--- config.mk ---
export PLATFORM = sky130hd
export DESIGN_NAME = operand_forward
export DESIGN_NICKNAME = d
export VERILOG_FILES = /design/src/exec_pkg.sv /design/src/operand_forward.sv
export SDC_FILE = /design/constraint.sdc
export NUM_CORES = 1
export LEC_CHECK = 0
export ABC_AREA = 0
export BUFFER_PORTS_ARGS = -buffer_cell sky130_fd_sc_hd__buf_2
export CORE_AREA = 8 8 134 136
export DETAILED_ROUTE_END_ITERATION = 10
export DIE_AREA = 0 0 142 144
export SKIP_LAST_GASP = 1
export SLEW_MARGIN = 20
export SYNTH_ARGS = -nofsm -noshare
export SYNTH_HDL_FRONTEND = slang
export SYNTH_SLANG_ARGS = --single-unit
--- constraint.sdc ---
create_clock -name vclk -period 3
set_input_delay 0.3 -clock vclk [all_inputs]
set_output_delay 0.3 -clock vclk [all_outputs]
set_load 0.01 [all_outputs]
--- src/exec_pkg.sv ---
package exec_pkg;

    // ------------------------------
    // datapath widths
    // ------------------------------
    localparam int word_w     = 32;
    localparam int mem_addr_w = 14;    // data memory address width, sets sp_init

    typedef logic [word_w-1:0] word_t;

    // ------------------------------
    // alu operations
    // ------------------------------
    typedef enum logic [2:0] {
        op_add = 3'd0,
        op_sub = 3'd1,
        op_and = 3'd2,
        op_or  = 3'd3,
        op_xor = 3'd4,
        op_sll = 3'd5,    // shift amount is b[4:0]
        op_srl = 3'd6,
        op_slt = 3'd7     // signed compare, 1 or 0
    } alu_op_t;

    // ------------------------------
    // special register reset values
    // ------------------------------
    // physical registers 1..3 come out of reset with these
    localparam int    n_special = 3;
    localparam word_t sp_init   = word_t'(32'd4 << mem_addr_w);    // top of data memory
    localparam word_t heap_init = 32'h0000_1000;

endpackage

--- src/operand_forward.sv ---
`timescale 1ns/1ns

module operand_forward import exec_pkg::*; #(
    parameter int NUM_LANES = 2,
    parameter int PREG_W    = 6
) (
    input  logic [2*NUM_LANES*PREG_W-1:0] src_addr,
    input  logic [2*NUM_LANES*word_w-1:0] file_data,

    input  logic [NUM_LANES-1:0]          wb_valid,
    input  logic [NUM_LANES*PREG_W-1:0]   wb_dst,
    input  logic [NUM_LANES*word_w-1:0]   wb_data,

    output logic [2*NUM_LANES*word_w-1:0] operand
);

    localparam int num_read = 2 * NUM_LANES;

    // ------------------------------
    // bypass per read port
    // ------------------------------
    // the file write lands one edge after wb, so the value in flight on the
    // wb bus is newer than what the file returns
    for (genvar p = 0; p < num_read; p++) begin : g_port
        logic [PREG_W-1:0] src;
        word_t             value;

        assign src = src_addr[p*PREG_W +: PREG_W];

        always_comb begin
            value = file_data[p*word_w +: word_w];
            for (int l = 0; l < NUM_LANES; l++) begin
                // zero source never matches, higher lane overrides
                if (wb_valid[l] && src != '0 && wb_dst[l*PREG_W +: PREG_W] == src) begin
                    value = wb_data[l*word_w +: word_w];
                end
            end
        end

        assign operand[p*word_w +: word_w] = value;
    end

endmodule

== Yosys cells after proc, flatten, opt, wreduce, memory -nomap -nowiden ==
Index checks and enable logic that the tools add are counted.
Word-level totals
  flip-flop bits (word level): 0
  bits in latches: 0
  RAM bits: 0
  bits in read-only memories: 0
  input port bits: 230
  output and inout port bits: 128
  logic and storage cells: 36
  memories kept: 0
Cells by class
  $add $sub $neg: 0
  $mul: 0
  divide/modulo/power cells: 0
  $lt $le $gt $ge: 0
  eq/ne operators: 8
  shifts and indexed selects: 0
  multiplexer cells: 8
  bitwise operators: 0
  reductions and logical operators: 20
Operators with widths (number)
  two-way mux 32 bit: 8
  equality test 6 bit: 8
  nonzero test 6 bit: 4
  logical AND 1 bit: 16

== Depth between registers and ports, before layout ==
Gate-level depths: netlist (run 1).
  depth after elaboration: 5
  mapped depth: 7
  mapped depth without buffers: 4

== Least setup slack after synthesis (run 1) ==
OpenSTA, ideal clock, no wires.
  path kind: input -> output
  start: in wb_dst[2]
  end: out operand[100]
  data arrival time: 1.672 ns
  data required time: 2.700 ns
  setup slack: 1.028 ns
  stages: 7
  buffers on the path: 3
  cells stage by stage: clkbuf_1 -> xnor2_1 -> and4_1 -> clkbuf_1 -> clkbuf_1 -> nand4_1 -> a31oi_1
On the way
  longest elaborated chain between the ends: 4
Ends and longest elaborated chain
  start, declared: line operand_forward.sv:11  | input logic [NUM_LANES*PREG_W-1:0] wb_dst,
  equality test 6 bit: line operand_forward.sv:34  | if (wb_valid[l] && src != '0 && wb_dst[l*PREG_W +: PREG_W] == src) begin
  logical AND 1 bit: line operand_forward.sv:34
  two-way mux 32 bit (2 in series): line operand_forward.sv:34
  end, declared: line operand_forward.sv:14  | output logic [2*NUM_LANES*word_w-1:0] operand
No other way between the ends.

== Final worst setup path (run 1) ==
  start: in src_addr[1]
  end: out operand[31]
On the way
  longest elaborated chain between the ends: 5
  elaborated cells on any way between the ends: 9
  classes of those cells: eq/ne (2); mux (2); reduce/logical (5)
Ends and longest elaborated chain
  start, declared: line operand_forward.sv:7  | input logic [2*NUM_LANES*PREG_W-1:0] src_addr,
  nonzero test 6 bit: line operand_forward.sv:34
  logical AND 1 bit (2 in series): line operand_forward.sv:34
  two-way mux 32 bit: line operand_forward.sv:34
  two-way mux 32 bit (*): line operand_forward.sv:34
Mark *: on every way between the ends. The rest lies on a longest branch, timed or not.

==> results of run 1 <==
==> per-stage QoR <==
stage          hold WS, ns  utilization  power, mW  instance area, sq um
2_1_floorplan        0.746            -      0.487                  4810
3_3_place_gp         0.953        0.416      0.996                  6680
3_5_place_dp         0.952        0.416      0.999                  6680
4_1_cts              0.953        0.416       1.00                  6680
5_1_grt              0.969        0.416       1.08                  6680
6_report             0.952        0.416       1.02                  6680
==> cell type report <==
type | count | area (sq um) | share of cell area
multi-input cells | 608 | 4230 | 0.633
repair buffers | 402 | 2170 | 0.325
well taps | 220 | 275 | 0.0412
==> logic make-up after synthesis <==
family / after synthesis / share of synthesized area
simple gates: 304 / 0.391
compound gates: 256 / 0.398
buf+inv: 145 / 0.124
xor+xnor: 48 / 0.0875
==> synthesized netlist by cell type <==
cell type	count	area share
a31oi_1	128	0.17
buf_2	22	0.023
and3_1	8	0.010
o31ai_2	30	0.078
nand4_1	135	0.18
clkbuf_2	2	0.0021
xor2_1	3	0.0055
buf_6	3	0.0070
nor4_1	128	0.17
buf_1	3	0.0023
nand3_1	12	0.012
xnor2_1	45	0.082
or3_1	4	0.0052
nor2_1	12	0.0094
or4b_1	1	0.0021
and4_1	3	0.0055
nor4b_2	1	0.0031
o31ai_1	98	0.15
clkbuf_1	115	0.090
==> critical path, stage by stage <==
cell	delay, ns
buf_2	0.12
xor2_1	0.19
or4b_2	0.69
buf_4	0.33
o31ai_1	0.32
a31oi_1	0.18
buf_2	0.18
==> final timing paths <==
check | slack, ns | startpoint | end
setup / recovery | 0.38 | src_addr[1] | operand[31]
hold / removal | 0.95 | file_data[2] | operand[2]
==> cell usage in the layout, fill, tap and decap left out, drive strengths merged <==
| cell | netlist | routed |
|---|---|---|
| a31oi | 128 | 128 |
| and3 | 8 | 8 |
| and4 | 3 | 3 |
| buf | 28 | 402 |
| nand3 | 12 | 12 |
| nand4 | 135 | 135 |
| nor2 | 12 | 12 |
| nor4 | 128 | 128 |
| nor4b | 1 | 1 |
| o31ai | 128 | 128 |
| or3 | 4 | 4 |
| or4b | 1 | 1 |
| xnor2 | 45 | 45 |
| xor2 | 3 | 3 |
==> metal layers <==
layer / GRT usage / routed length [um]
met1: 0.375 / 12700
met2: 0.512 / 15700
met3: 0.0766 / 4230
met4: 0.110 / 1160
met5: 0 / 0
==> power by group through the flow <==
stage	Sequential [mW]	Combinational (mW)	Clock, mW
floorplan	0	0.487	0
global placement	0	0.996	0
detailed placement	0	0.999	0
CTS	0	1.00	0
global route	0	1.08	0
finish	0	1.02	0
==> impl_metrics.tcl, run 1 <==
set metrics [dict create \
    drv_slew 0 \
    ys_warn_count 0 \
    crit_required_ns 2.70 \
    die_w_um 142 \
    viasPerCell 6.84 \
    post_cts_buffers 0 \
    grt_pass1_vias 8270 \
    pwr-share-comb 1.000 \
    start_util 0.299 \
    setup_violations 0 \
    grt_first_pass_wirelength_um 49400 \
    wl_per_cell_um 27.4 \
    antenna_left 0 \
    ys_seq_area_frac 0 \
    portBuffers 358 \
    internal-power_mw 0.368 \
    timing.final.crit_share 0.875 \
    rsz0062_at_grt "false" \
    switchingPower_mw 0.654 \
    hp-class "in2out" \
    arrival_ns 2.32 \
    cts_resized 0 \
    seq_cells 0 \
    routabilityCongestion 0.919 \
    setup_ws_ns 0.376 \
    pre_cts_slack_ns 0.418 \
    die_y_um 144 \
    syn_to_final_growth_pct 38.9 \
    nFillCells 1776 \
    tightest_slew_ns 0.741 \
    grt_max_degree 65 \
    drv_cap 0 \
    grtUsageTotal 0.307 \
    cellPowerDensity_nw_per_um2 153 \
    leakage_nw 2.31 \
    seq_area_sq_um 0 \
    slew-limit-headroom 0.506 \
    switching_share 0.640 \
    worstSetupPathType "in2out" \
    die-area_sq_um 20400 \
    ctsHoldBuffers 0 \
    hold_viol_final 0 \
    worstPathMaxFanout 32 \
    dpl.cell_count 1230 \
    synthCells 753 \
    start_kind "input port" \
    min_period_ns 2.62 \
    postSynthAreaPerCell_sq_um 6.38 \
    clock_buffers 0 \
    ir_drop_mv 0.150 \
    fmax_mhz 381 \
    core-area_sq_um 16100 \
    ys_types 19 \
    seq_power_share 0 \
    netlist_area_sq_um 4810 \
    syn-num-nets 983 \
    antenna_found_initial 0 \
    vias 8417 \
    fin_cells 1230 \
    cp-end-kind "output pin" \
    num_rows 47 \
    min_path_cells 4 \
    ioPinCount 358 \
    drc 0 \
    wl_um 33700 \
    hpwlAfterDp_um 24800 \
    final_nets 1242 \
    drive_gt1_frac 0.435 \
    drt_iter0_drc 996 \
    grt-ovfl-total 0 \
    fin_setup_tns_ns 0 \
    dr.pass1.iters 5 \
    status "finished clean" \
    antennaDiodeCount 0 \
    pwr-share-clk 0 \
]
No activity file was read; power rests on OpenSTA's default activity.
==> run 2: changes to the inputs <==
Settings changed: PLACE_DENSITY set to 0.65.
==> run 2 against run 1 <==
Effect of this change:
- cell count is the same
- power rose by 0.56%
- hold slack improved by 0.0030 ns
- sequential share of layout area unchanged
==> impl_metrics.tcl, run 2 (synthesis results as in run 1) <==
set metrics [dict create \
    pre_cts_slack_ns 0.523 \
    tightest_slew_ns 0.730 \
    vias 8494 \
    drc 0 \
    slew-limit-headroom 0.514 \
    final_nets 1242 \
    setup_violations 0 \
    status "finished clean" \
    grt_max_degree 65 \
    ctsHoldBuffers 0 \
    hp-class "in2out" \
    worstSetupPathType "in2out" \
    viasPerCell 6.91 \
    placed_area_sq_um 6700 \
    crit_top_cell "buf_2" \
    cpPeakStageDelay_ns 0.75 \
    portBuffers 358 \
    setup_ws_ns 0.517 \
    dr.pass1.iters 5 \
    grtUsageTotal 0.304 \
    grt_pass1_vias 8104 \
    fin_setup_tns_ns 0 \
    antenna_found_initial 1 \
    worstPathMaxFanout 21 \
    drv_cap 0 \
    ioPinCount 358 \
    wl_per_cell_um 27.4 \
    cp_cell_sequence "buf_2, xor2_1, or4b_2, buf_4, o31ai_2, a31oi_1, buf_2" \
    core-area_sq_um 16100 \
    antenna_left 0 \
    fmax_mhz 403 \
    grt-ovfl-total 0 \
    num_rows 47 \
    dpl.cell_count 1230 \
    drt_iter0_drc 991 \
    fin_cells 1230 \
    leakage_nw 2.31 \
    rsz0062_at_grt "false" \
    min_period_ns 2.48 \
    layout_common_cells "buf_2, nand4_1, nor4_1, a31oi_1, o31ai_1" \
    drv_slew 0 \
    antennaDiodeCount 0 \
    hold_viol_final 0 \
    seq_cells 0 \
    power_mw 1.03 \
    hpwlAfterDp_um 25000 \
    start_util 0.299 \
    ir_drop_mv 0.0995 \
    cp-end-kind "output pin" \
    cellPowerDensity_nw_per_um2 153 \
    die-area_sq_um 20400 \
    die_w_um 142 \
    layout_commonest_cell "buf_2" \
    timing.final.crit_share 0.828 \
    drive_gt1_frac 0.438 \
    post_cts_buffers 0 \
    postLayoutCoreUtil 0.418 \
    start_kind "input port" \
    seq_area_sq_um 0 \
    arrival_ns 2.18 \
    hold_ws_ns 0.955 \
    grt_first_pass_wirelength_um 48900 \
    syn_to_final_growth_pct 39.5 \
    clock_buffers 0 \
    die_y_um 144 \
    crit_required_ns 2.70 \
    routabilityCongestion 0.952 \
    cp_slowest_cell "or4b_2" \
    cts_resized 0 \
    wl_um 33700 \
    postLayoutCellArea_sq_um 6700 \
]
run 2: critical path: cells and delay by family:
family	cells	cell delay (ns)
AOI/OAI and AO/OA	2	0.34
xor gates and xnor gates	1	0.19
buffers and inverters	3	0.59
and+or+nand+nor	1	0.75
run 2: layer usage:
layer	GRT usage	up-vias	routed length, um	part of all wire
li1	-	3741	-	-
met1	0.373	3936	12400	0.37
met2	0.504	709	15600	0.46
met3	0.0779	106	4510	0.13
met4	0.105	2	1150	0.034
met5	0	-	13	0.00039
run 2: cell type report:
cell class         count  area (sq um)
repair buffers       402          2180
multi-input cells    608          4240
well taps            220           275
fillers             1785          9350
run 2: where the power goes:
group | switching (mW) | leakage (nW) | internal (mW) | total, mW
logic | 0.657 | 2.31 | 0.370 | 1.03
registers | 0 | 0 | 0 | 0
clock network | 0 | 0 | 0 | 0
total | 0.657 | 2.31 | 0.370 | 1.03
run 2: path summary, 6_finish.rpt:
path | start | to | slack [ns] | depth (start not counted)
worst max-delay path | wb_dst[1] | operand[8] | 0.52 | 7
worst min-delay path | file_data[18] | operand[18] | 0.96 | 4
==> run 3: changes to the inputs <==
Clock period 3 ns to 2.45 ns, I/O delays scaled along.
==> run 3 against run 2 <==
Effect of this change:
- non-clock buffer count grew 9
- setup slack worse by 0.39 ns
- utilization rose by 0.50 points
- via count about the same
- highest routed layer is now met4
- combinational power up 22%
- largest cell class unchanged
- cell count grew 0.73%
- first-iteration DRC count increased by 0.30%
- wire length fell by 0.13%
- hold slack worse by 0.11 ns
==> impl_metrics.tcl, run 3 (synthesis results as in run 1) <==
set metrics [dict create \
    die-area_sq_um 20400 \
    multi_input_area_sq_um 4240 \
    hpwlAfterDp_um 25400 \
    hold_end "operand[30]" \
    cp-end-kind "output pin" \
    die_y_um 144 \
    nFillCells 1763 \
    crit_top_cell "buf_2" \
    viasPerCell 6.86 \
    drc 0 \
    internal-power_mw 0.462 \
    grt-ovfl-total 0 \
    hold_viol_final 0 \
    clock_buffers 0 \
    drt_iter0_drc 994 \
    syn_to_final_growth_pct 41.1 \
    tightest_slew_ns 0.519 \
    power_mw 1.26 \
    crit_required_ns 2.20 \
    vias 8502 \
    wl_um 33700 \
    antennaDiodeCount 0 \
    grtUsageTotal 0.303 \
    hp-start "file_data[30]" \
    portBuffers 358 \
    cpPeakStageDelay_ns 0.42 \
    core-area_sq_um 16100 \
    cp-startpoint "wb_dst[0]" \
    rsz0062_at_grt "false" \
    cellPowerDensity_nw_per_um2 186 \
    pwr-share-clk 0 \
    cts_resized 0 \
    switchingPower_mw 0.801 \
    grt_pass1_vias 8141 \
    drv_cap 0 \
    min_period_ns 2.32 \
    drv_slew 0 \
    antenna_left 0 \
    postLayoutCoreUtil 0.422 \
    slew-limit-headroom 0.651 \
    start_kind "input port" \
    seq_power_share 0 \
    worstSetupPathType "in2out" \
    ioPinCount 358 \
    num_rows 47 \
    die_w_um 142 \
    routabilityCongestion 0.944 \
    setup_violations 0 \
    seq_area_sq_um 0 \
    switching_share 0.634 \
    layout_common_cells "buf_2, nand4_1, nor4_1, a31oi_1, o31ai_1" \
    ctsHoldBuffers 0 \
    worstPathMaxFanout 21 \
    post_cts_buffers 0 \
    dr.pass1.iters 6 \
    arrival_ns 2.08 \
    hold_ws_ns 0.840 \
    antenna_found_initial 0 \
    start_util 0.299 \
    cp_slowest_cell "nand3_1" \
    seq_cells 0 \
    ir_drop_mv 0.105 \
    fmax_mhz 430 \
    grt_max_degree 65 \
    drive_gt1_frac 0.443 \
    min_path_cells 4 \
    status "finished clean" \
    pwr-share-comb 1.000 \
    cp_cell_sequence "buf_2, xnor2_1, nand3_1, buf_4, o31ai_1, a31oi_1, buf_2" \
    leakage_nw 2.35 \
    fin_setup_tns_ns 0 \
    final_nets 1251 \
    hp-class "in2out" \
    wl_per_cell_um 27.2 \
    layout_commonest_cell "buf_2" \
    grt_first_pass_wirelength_um 49000 \
    timing.final.crit_share 0.949 \
]
## run 3: critical path: cells and delay by family
family,cells,cell delay [ns]
buf+inv,3,0.69
xor+xnor,1,0.27
simple gates,1,0.42
compound gates,2,0.45
## run 3: worst max-delay path by stage
stage	end	slack, ns
after floorplan	operand[100]	0.59
after global placement	operand[31]	0.18
after detailed placement	operand[31]	0.15
after CTS	operand[22]	0.15
after global routing	operand[43]	0.02
final	operand[62]	0.13
## run 3: power by group through the flow
stage          Combinational [mW]  Clock [mW]  Sequential [mW]
5_1_grt                      1.33           0                0
2_1_floorplan               0.596           0                0
6_report                     1.26           0                0
3_3_place_gp                 1.23           0                0
4_1_cts                      1.24           0                0
3_5_place_dp                 1.23           0                0
## run 3: cell type report
cell class                 instances  area share
multi-input combinational        608       0.626
timing repair buffer             411       0.334
tap                              220      0.0406
## run 3: per-layer routing
layer	vias to the layer above	global-route usage	wire length (um)
li1	3756	-	-
met1	3903	0.358	12300
met2	732	0.510	15800
met3	111	0.0858	4330
met4	0	0.114	1260
met5	-	0	0
## run 3: metrics by stage
stage | setup WS (ns) | instances | cell area, sq um
2_1_floorplan | 0.588 | 753 | 4810
3_3_place_gp | 0.179 | 1239 | 6780
3_5_place_dp | 0.146 | 1239 | 6780
4_1_cts | 0.152 | 1239 | 6780
5_1_grt | 0.0173 | 1239 | 6780
6_report | 0.125 | 1239 | 6780
