File: config.mk
export PLATFORM = sky130hd
export DESIGN_NAME = alu_lane
export DESIGN_NICKNAME = d
export VERILOG_FILES = /design/src/exec_pkg.sv /design/src/alu_lane.sv
export SDC_FILE = /design/constraint.sdc
export NUM_CORES = 1
export LEC_CHECK = 0
export BUFFER_PORTS_ARGS = -buffer_cell sky130_fd_sc_hd__buf_4
export CAP_MARGIN = 5
export CORE_MARGIN = 2
export CORE_UTILIZATION = 40
export DETAILED_ROUTE_END_ITERATION = 8
export SLEW_MARGIN = 0
export SYNTH_ARGS = -nofsm -noshare
export SYNTH_HDL_FRONTEND = slang
export SYNTH_SLANG_ARGS = --single-unit
File: constraint.sdc
create_clock -name clk -period 10.54 [get_ports clk]
set_input_delay 1.581 -clock clk [delete_from_list [all_inputs] [get_ports clk]]
set_output_delay 1.581 -clock clk [all_outputs]
set_load 0.02 [all_outputs]
File: src/exec_pkg.sv
package exec_pkg;

    // ------------------------------
    // datapath widths
    // ------------------------------
    localparam int word_w     = 32;
    localparam int mem_addr_w = 14;    // data memory address width, sets sp_init

    typedef logic [word_w-1:0] word_t;

    // ------------------------------
    // alu operations
    // ------------------------------
    typedef enum logic [2:0] {
        op_add = 3'd0,
        op_sub = 3'd1,
        op_and = 3'd2,
        op_or  = 3'd3,
        op_xor = 3'd4,
        op_sll = 3'd5,    // shift amount is b[4:0]
        op_srl = 3'd6,
        op_slt = 3'd7     // signed compare, 1 or 0
    } alu_op_t;

    // ------------------------------
    // special register reset values
    // ------------------------------
    // physical registers 1..3 come out of reset with these
    localparam int    n_special = 3;
    localparam word_t sp_init   = word_t'(32'd4 << mem_addr_w);    // top of data memory
    localparam word_t heap_init = 32'h0000_1000;

endpackage

File: src/alu_lane.sv
`timescale 1ns/1ns

module alu_lane import exec_pkg::*; #(
    parameter int PREG_W = 6
) (
    input  logic              clk,
    input  logic              rstn,

    input  logic              issue_valid,
    input  alu_op_t           issue_op,
    input  logic [PREG_W-1:0] issue_dst,
    input  word_t             issue_imm,
    input  logic              issue_use_imm,

    input  word_t             opa,
    input  word_t             opb,

    output logic              wb_valid,
    output logic [PREG_W-1:0] wb_dst,
    output word_t             wb_data
);

    localparam int sh_w = $clog2(word_w);

    word_t           b;
    logic [sh_w-1:0] shamt;
    word_t           result;

    assign b     = issue_use_imm ? issue_imm : opb;
    assign shamt = b[sh_w-1:0];

    // ------------------------------
    // compute
    // ------------------------------
    always_comb begin
        case (issue_op)
            op_add:  result = opa + b;
            op_sub:  result = opa - b;
            op_and:  result = opa & b;
            op_or:   result = opa | b;
            op_xor:  result = opa ^ b;
            op_sll:  result = opa << shamt;
            op_srl:  result = opa >> shamt;
            op_slt:  result = word_t'($signed(opa) < $signed(b));
            default: result = '0;
        endcase
    end

    // ------------------------------
    // write-back stage
    // ------------------------------
    always_ff @(posedge clk) begin
        if (!rstn) begin
            wb_valid <= 1'b0;
        end else begin
            wb_valid <= issue_valid;
        end
    end

    // payload only moves with a valid issue
    always_ff @(posedge clk) begin
        if (issue_valid) begin
            wb_dst  <= issue_dst;
            wb_data <= result;
        end
    end

endmodule

---- After elaboration in Yosys (flattened, before gate mapping) ----
Cells that the tools add are included.
operators by class
  add/sub/neg operators ................... 2
  multipliers ............................. 0
  div/mod/pow operators ................... 0
  order comparisons ....................... 1
  equality and inequality tests ........... 7
  shift-type cells ........................ 2
  multiplexer cells ....................... 2
  bitwise gates (word level) .............. 3
  reduce and logical (&&, ||, !) cells .... 1
operator list
  kind                                            count
  one-hot mux 32 bit (8 select lines)             1
  adder 32 bit                                    1
  AND 32 bit                                      1
  less-than comparator 32 bit                     1
  two-way mux 32 bit                              1
  OR 32 bit                                       1
  << shifter 32 x 5 -> 32 bit                     1
  right shift 32 x 5 -> 32 bit                    1
  subtractor 32 bit                               1
  bitwise XOR 32 bit                              1
  == test 3 bit (second input constant)           4
  == test 3 x 2 -> 1 bit (second input constant)  2
  == test 3 x 1 -> 1 bit (second input constant)  1
  zero test 3 bit                                 1
storage, ports and cells
  flip-flop bits (word level) ............. 39
  latch bits .............................. 0
  bits in writable memories ............... 0
  bits in read-only memories .............. 0
  input port bits ......................... 109
  output and inout bits ................... 39
  word-level logic and storage cells ...... 21
  memories kept ........................... 0

---- Logic depth before layout (Yosys ltp) ----
Gate-level depths: netlist of run 1.
  word-level depth ........................ 3
  gate-level depth with buffers ........... 17
  gate-level depth less buffers ........... 14

---- Least setup slack after synthesis of run 1 ----
Ideal clock, no wire load.
  path type ............................... input to register
  start ................................... in issue_use_imm
  end ..................................... reg wb_data[30], data pin
  setup time .............................. 0.261 ns
  arrival ................................. 5.081 ns
  data required time ...................... 10.279 ns
  path slack .............................. 5.198 ns
  stages .................................. 15
  buffers on the path ..................... 4
  cells stage by stage .................... buf_6 > buf_2 > mux2i_1 > clkbuf_1 > clkbuf_1 > ha_1 > nor2_1 > a2111oi_2 > nor2_1 > o31ai_2 > o21ai_2 > nand2_1 > a221oi_2 > xnor2_1 > a221o_1
on the way
  word-level cells in the longest chain between the ends .. 3
  elaborated cells between the ends (all ways) .. 9
  those cells by class .................... add/sub (2); shift (2); mux (2); bitwise (3)
ends and longest elaborated chain
  element                                    line            RTL
  start: declaration                         alu_lane.sv:13  input logic issue_use_imm,
  two-way mux 32 bit *                       alu_lane.sv:29  assign b = issue_use_imm ? issue_imm : opb;
  subtractor 32 bit (tied with other cells)  alu_lane.sv:38  op_sub: result = opa - b;
  one-hot mux 32 bit (8 select lines) *      alu_lane.sv:36  case (issue_op)
  net result[30]                             alu_lane.sv:27  word_t result;
  end signal: assignment                     alu_lane.sv:64  wb_data <= result;
  end: declaration                           alu_lane.sv:20  output word_t wb_data
The timed path passes the listed nets; every way through them passes the cells marked *.
A chain may end at the register's enable or synchronous reset.

---- Worst setup path after layout of run 1 ----
Same ends and word-level chain as after synthesis.

==> impl_metrics.json, run 1 <==
{
  "status": "complete, no violations",
  "vias_per_cell": 6.50,
  "seq_area_um2": 1160,
  "fin_nets": 1638,
  "finalHoldViolations": 0,
  "slowest_stage": "buf_4",
  "synthCells": 1347,
  "worstPathMaxFanout": 56,
  "crit_path_start_kind": "input pin",
  "cts.sinks": 39,
  "finalNonFillerCells": 1746,
  "grt_pass1_vias": 10300,
  "die_area_um2": 26000,
  "synth_area_leaders": "ha_1, edfxtp_1, mux2i_1, a21oi_1, nor2_1",
  "synth-main-ff-cell": "edfxtp_1",
  "cts_buffer_depth": 2,
  "critical_path_cell_count": 16,
  "fmax_ghz": 0.150,
  "start_util_pct": 40.7,
  "min_path_type": "input pin to flop",
  "final_cell_area_um2": 11300,
  "post_dp_cell_area_um2": 11100,
  "tightest_slew_ps": 1150,
  "postLayoutCoreUtil_pct": 46.5,
  "path_class": "input pin to flop",
  "gr-total-overflow": 0,
  "ant_nets": 0,
  "rows": 57,
  "setup_viol": 0,
  "drt_drc_violations_left": 0,
  "clk_pin_slew_ps": 70,
  "synth.ff_latch_count": 39,
  "slowest_delay_ps": 580,
  "die_height_um": 161,
  "min_delay_path_depth": 1,
  "grt_max_degree": 57,
  "placed_cells": 1738,
  "worstPathCellList": "buf_4 -> buf_4 -> mux2i_4 -> buf_4 -> inv_4 -> ha_1 -> fa_1 -> o21bai_1 -> a2111oi_2 -> nor2_1 -> o31ai_2 -> o21ai_2 -> nand2_1 -> a221oi_2 -> xnor2_1 -> a221o_1",
  "synthesis.nets": 1564,
  "synth_warnings": 0,
  "drt_iter0_markers": 1623,
  "area_growth_pct": 14.2,
  "cts_root_buffer": "clkbuf_16",
  "drive_above_1_share_pct": 15.3,
  "ioPinCount": 148,
  "multiInputGateArea_um2": 7970,
  "maxSlewViolCount": 0,
  "routedWlPerCell_um": 25.5,
  "dr.pass1.iters": 8,
  "holdWs_ps": 1460,
  "post_cts.repair.setup_buffers": 0,
  "crit_path_frequent_cell": "buf_4",
  "core_um2": 24300,
  "cts_resized": 0,
  "htreeDepth": 2,
  "synth_top_area_share_pct": 13.4,
  "synth_enable_flop_cells": 38,
  "avgSynthCellArea_um2": 7.35,
  "cp_top_family": "buffers and inverters",
  "pre_cts_ws_ps": 3700,
  "die_w_um": 161,
  "rsz0062_at_grt": "false",
  "cts_tree": "done",
  "grt_usage_pct": 33.1,
  "cap_violations": 0,
  "io_buffers": 147,
  "dp_hpwl_um": 34500,
  "ys_types": 86,
  "ir_drop_mv": 0.0613,
  "holdBufCountCts": 0,
  "tns_ps": 0,
  "fin_crit_sh_pct": 63.1,
  "fillCellCount": 2485,
  "slew-limit-headroom_pct": 23.1,
  "synth_area_um2": 9900,
  "cp-end-kind": "flop",
  "cts_made_buffers": 5,
  "grt_pass1_wl_um": 66100,
  "fin_total_pwr_mw": 1.14,
  "yosysSeqAreaShare_pct": 11.7,
  "cellPowerDensity_nw_per_um2": 100,
  "final_cell_mix": "buf_4, nor2_1, nand2_1, a21oi_1",
  "antenna_found_initial": 1,
  "p_leak_nw": 5.02,
  "setup_slack_ps": 3890,
  "n_antenna_cell": 0,
  "required_ps": 10590,
  "final_common_cell": "buf_4",
  "async_reset_ff_share_pct": 0,
  "gp_congestion": 0.984,
  "wl_um": 44400,
  "yosysTopAreaCell": "ha_1",
  "finalCriticalPeriod_ps": 6650,
  "arrival_ps": 6700,
  "vias": 11300,
  "path_buf_inv": 4
}
-- cell usage after synthesis (15+ instances only) --
master	number
a21oi_1	116
a221oi_1	15
buf_2	28
clkbuf_1	51
edfxtp_1	38
ha_1	106
inv_1	94
mux2i_1	108
nand2_1	141
nand3_1	30
nand4_1	15
nor2_1	147
nor3_1	30
o211ai_1	37
o21ai_0	77
xnor2_1	24
-- state kept, by name, indices dropped and copies added, names as in the netlist --
register  flops
wb_data      32
wb_dst        6
wb_valid      1
-- where the power goes --
part	total [mW]	internal, mW	switching (mW)
clock network	0.184	0.113	0.0709
logic	0.747	0.263	0.484
registers	0.204	0.197	0.00756
-- metal layers --
metal | part of all wire, % | up-vias | GRT usage [%]
met5 | 0 | - | 0
met4 | 2.2 | 0 | 7.51
met3 | 13 | 63 | 6.88
met2 | 41 | 778 | 47.8
met1 | 44 | 5388 | 50.1
li1 | - | 5113 | -
-- final timing paths --
| check | from | slack, ps | end |
|---|---|---|---|
| setup / recovery | issue_use_imm | 3890 | wb_data[30] |
| hold / removal | issue_dst[1] | 1460 | wb_dst[1] |
-- final cells by class --
| type | count | area share, % |
|---|---|---|
| Inverter | 100 | 3.34 |
| Sequential cell | 39 | 10.3 |
| Clock inverter | 3 | 0.409 |
| Multi-Input combinational cell | 1111 | 70.4 |
| Tap cell | 324 | 3.58 |
| Clock buffer | 5 | 1.11 |
| Timing Repair Buffer | 164 | 10.9 |
-- cell families after synthesis --
logic type	Yosys count	synth area share [%]
and+or+nand+nor	421	18.7
AOI/OAI and AO/OA	418	28.7
buffers and inverters	197	8.19
muxes	130	15.8
adders and majority gates	108	13.8
DFF	39	11.7
xor gates and xnor gates	34	3.01
Note: power is estimated with default switching activity, not from simulation.
==> run 2, diff against run 1 <==
--- a/config.mk
+++ b/config.mk
@@ -5,6 +5,7 @@
 export SDC_FILE = /design/constraint.sdc
 export NUM_CORES = 1
 export LEC_CHECK = 0
+export ABC_AREA = 1
 export BUFFER_PORTS_ARGS = -buffer_cell sky130_fd_sc_hd__buf_4
 export CAP_MARGIN = 5
 export CORE_MARGIN = 2
==> constraint.sdc (replaced) <==
create_clock -name clk -period 6.7 [get_ports clk]
set_input_delay 1.005 -clock clk [delete_from_list [all_inputs] [get_ports clk]]
set_output_delay 1.005 -clock clk [all_outputs]
set_load 0.02 [all_outputs]
==> run 2 against run 1 <==
  * Utilization down 0.79 points
  * Area after synthesis increased by 12%
  * Combinational power rose by 69%
  * Worst setup slack lost 2000 ps
  * Critical path depth is 3 higher
  * Non-clock buffer count shrank 8
  * Via count rose by 31%
  * Critical path type unchanged
  * Highest routed layer is now met5
==> impl_metrics.json, run 2 <==
{
  "synth-compound-area-share_pct": 13.6,
  "pre_cts_ws_ps": 1710,
  "switchingPower_mw": 1.03,
  "tns_ps": 0,
  "io_buffers": 147,
  "clk_pin_slew_ps": 70,
  "fin_nets": 2295,
  "required_ps": 6720,
  "cts_resized": 0,
  "vias_per_cell": 6.16,
  "cts.sinks": 39,
  "min_path_type": "input pin to flop",
  "drt_drc_violations_left": 0,
  "fin_crit_sh_pct": 72.3,
  "drive_above_1_share_pct": 11.1,
  "crit_path_frequent_cell": "nand2_1",
  "final_common_cell": "nand2_1",
  "cts_made_buffers": 5,
  "pwr-share-seq_pct": 17.4,
  "reg_top3": "wb_data: 32 flops, wb_dst: 6 flops, wb_valid: 1 flops",
  "cp-end-kind": "flop",
  "post_cts.repair.setup_buffers": 0,
  "ant_nets": 0,
  "worstPathCellList": "buf_4 -> inv_4 -> nand2_4 -> nand2_2 -> ha_1 -> inv_1 -> fa_1 -> inv_1 -> nand3_1 -> nand3_1 -> nand2_1 -> nand2_1 -> nand3_1 -> nand2_1 -> nand2_1 -> nand3_1 -> nand2_1 -> nand2_1 -> nand3_1",
  "p_int_mw": 0.851,
  "die_area_um2": 29000,
  "synthAdderAreaFrac_pct": 12.4,
  "cp_top_family": "simple AND/OR/NAND/NOR gates",
  "rows": 60,
  "antenna_found_initial": 2,
  "p_comb_share_pct": 67.0,
  "synth_warnings": 0,
  "dp_hpwl_um": 50300,
  "yosysMostFrequentCell": "nand2_1",
  "tightest_slew_ps": 1120,
  "slowest_delay_ps": 600,
  "setup_viol": 0,
  "slew-limit-headroom_pct": 24.5,
  "start_util_pct": 40.9,
  "die_height_um": 170,
  "regMostFlops": "wb_data",
  "synth.ff_latch_count": 39,
  "holdBufCountCts": 0,
  "async_reset_ff_share_pct": 0,
  "synth_top_area_share_pct": 18.8,
  "synth_mux_area_share_pct": 0,
  "ys_types": 48,
  "clkPwrFrac_pct": 15.7,
  "die_w_um": 170,
  "hp-start": "issue_dst[5]",
  "grt_pass1_vias": 13000,
  "area_growth_pct": 11.8,
  "synth_enable_flop_cells": 38,
  "fmax_ghz": 0.206,
  "synth_area_um2": 11100,
  "n_antenna_cell": 0,
  "synth_top_family_by_area": "simple AND/OR/NAND/NOR gates",
  "worstPathMaxFanout": 34,
  "crit_path_start_kind": "input pin",
  "finalHoldViolations": 0,
  "final_cell_mix": "nand2_1, nand3_1, inv_1, nor2_1, buf_4",
  "maxSlewViolCount": 0,
  "hold-path-endpoint": "wb_dst[5]",
  "synthTopCellsByCount": "nand2_1, nand3_1, inv_1",
  "setup_slack_ps": 1850,
  "yosysTopAreaCell": "nand2_1",
  "ir_drop_mv": 0.0983,
  "gp_congestion": 1.08,
  "synth-main-ff-cell": "edfxtp_1",
  "htreeDepth": 2,
  "yosysSeqAreaShare_pct": 10.5,
  "synth-simple-area-share_pct": 50.2,
  "path_class": "input pin to flop",
  "cts_buffer_depth": 2,
  "cts_root_buffer": "clkbuf_16",
  "rsz0062_at_grt": "false",
  "grt_max_degree": 74,
  "path_buf_inv": 4,
  "routedWlPerCell_um": 25.4,
  "fillCellCount": 3032,
  "min_delay_path_depth": 1,
  "ioPinCount": 148,
  "cellPowerDensity_nw_per_um2": 152,
  "status": "complete, no violations",
  "synthCells": 2000,
  "finalCriticalPeriod_ps": 4850,
  "grt_pass1_wl_um": 87100,
  "swShare_pct": 54.7,
  "cap_violations": 0,
  "drt_iter0_markers": 2631,
  "synth_area_leaders": "nand2_1, nand3_1, ha_1, edfxtp_1, inv_1",
  "dr.pass1.iters": 6,
  "gr-total-overflow": 0,
  "vias": 14900,
  "p_leak_nw": 6.38,
  "core_um2": 27000,
  "synthesis.nets": 2217,
  "arrival_ps": 4870,
  "avgSynthCellArea_um2": 5.53,
  "slowest_stage": "nand2_2",
  "grt_usage_pct": 41.2,
  "wl_um": 61400,
  "largest_reg_flops": 32,
  "synth-xor-area-share_pct": 0.792,
  "cts_tree": "done"
}
[run 2: cell count changes after synthesis, sizes merged, moves of 33 or more]
cell,delta
nand3,+371
o211ai,-33
mux2i,-112
inv,+138
nand2,+424
[run 2: worst max path at each step]
stage	to	cells past startpoint	slack [ps]	from
CTS	wb_data[30]	19	2010	issue_use_imm
global placement	wb_data[30]	19	1770	issue_use_imm
finish	wb_data[30]	19	1850	issue_use_imm
floorplan	wb_data[19]	20	3230	issue_use_imm
global route	wb_data[30]	19	1680	issue_use_imm
detailed placement	wb_data[30]	19	1710	issue_use_imm
[run 2: cells by family after synthesis]
kind of cell | count (synthesis)
AND/OR/NAND/NOR | 1247
XOR/XNOR | 10
adder cells (fa/ha/maj) | 108
flip-flops | 39
buffers and inverters | 325
AO/OA/AOI/OAI | 271
[run 2: metrics by stage]
| stage | hold WS, ps | utilization [%] | std cells | instance area (um^2) | power (mW) |
|---|---|---|---|---|---|
| 4_1_cts | 885 | 45.7 | 2420 | 12400 | 1.83 |
| 3_5_place_dp | 1190 | 45.1 | 2412 | 12200 | 1.53 |
| 3_3_place_gp | 1180 | 45.1 | 2412 | 12200 | 1.54 |
| 5_1_grt | 882 | 45.7 | 2420 | 12400 | 1.97 |
| 6_report | 889 | 45.7 | 2420 | 12400 | 1.88 |
| 2_1_floorplan | 1100 | - | 2000 | 11100 | 1.08 |
[run 2: layer usage]
metal / track usage (%) / vias up / wire length (um)
li1: - / 6810 / -
met1: 60.4 / 6851 / 25900
met2: 60.0 / 1120 / 24800
met3: 5.86 / 125 / 7700
met4: 16.9 / 2 / 2970
met5: 0 / - / 13
[run 2: power groups by stage]
| stage | clock network, mW | logic, mW | registers, mW |
|---|---|---|---|
| finish | 0.294 | 1.26 | 0.326 |
| floorplan | 0 | 0.721 | 0.363 |
| global route | 0.305 | 1.34 | 0.328 |
| global placement | 0 | 1.21 | 0.331 |
| CTS | 0.296 | 1.21 | 0.326 |
| detailed placement | 0 | 1.20 | 0.331 |
[run 2: cell type report]
type	count	area [um^2]	area share, %
clock buffer	5	125	1.01
tap	341	427	3.45
timing repair buffer	156	1170	9.48
inverter	240	908	7.35
clock inverter	3	46.3	0.375
sequential	39	1160	9.39
multi-input combinational	1636	8520	68.9
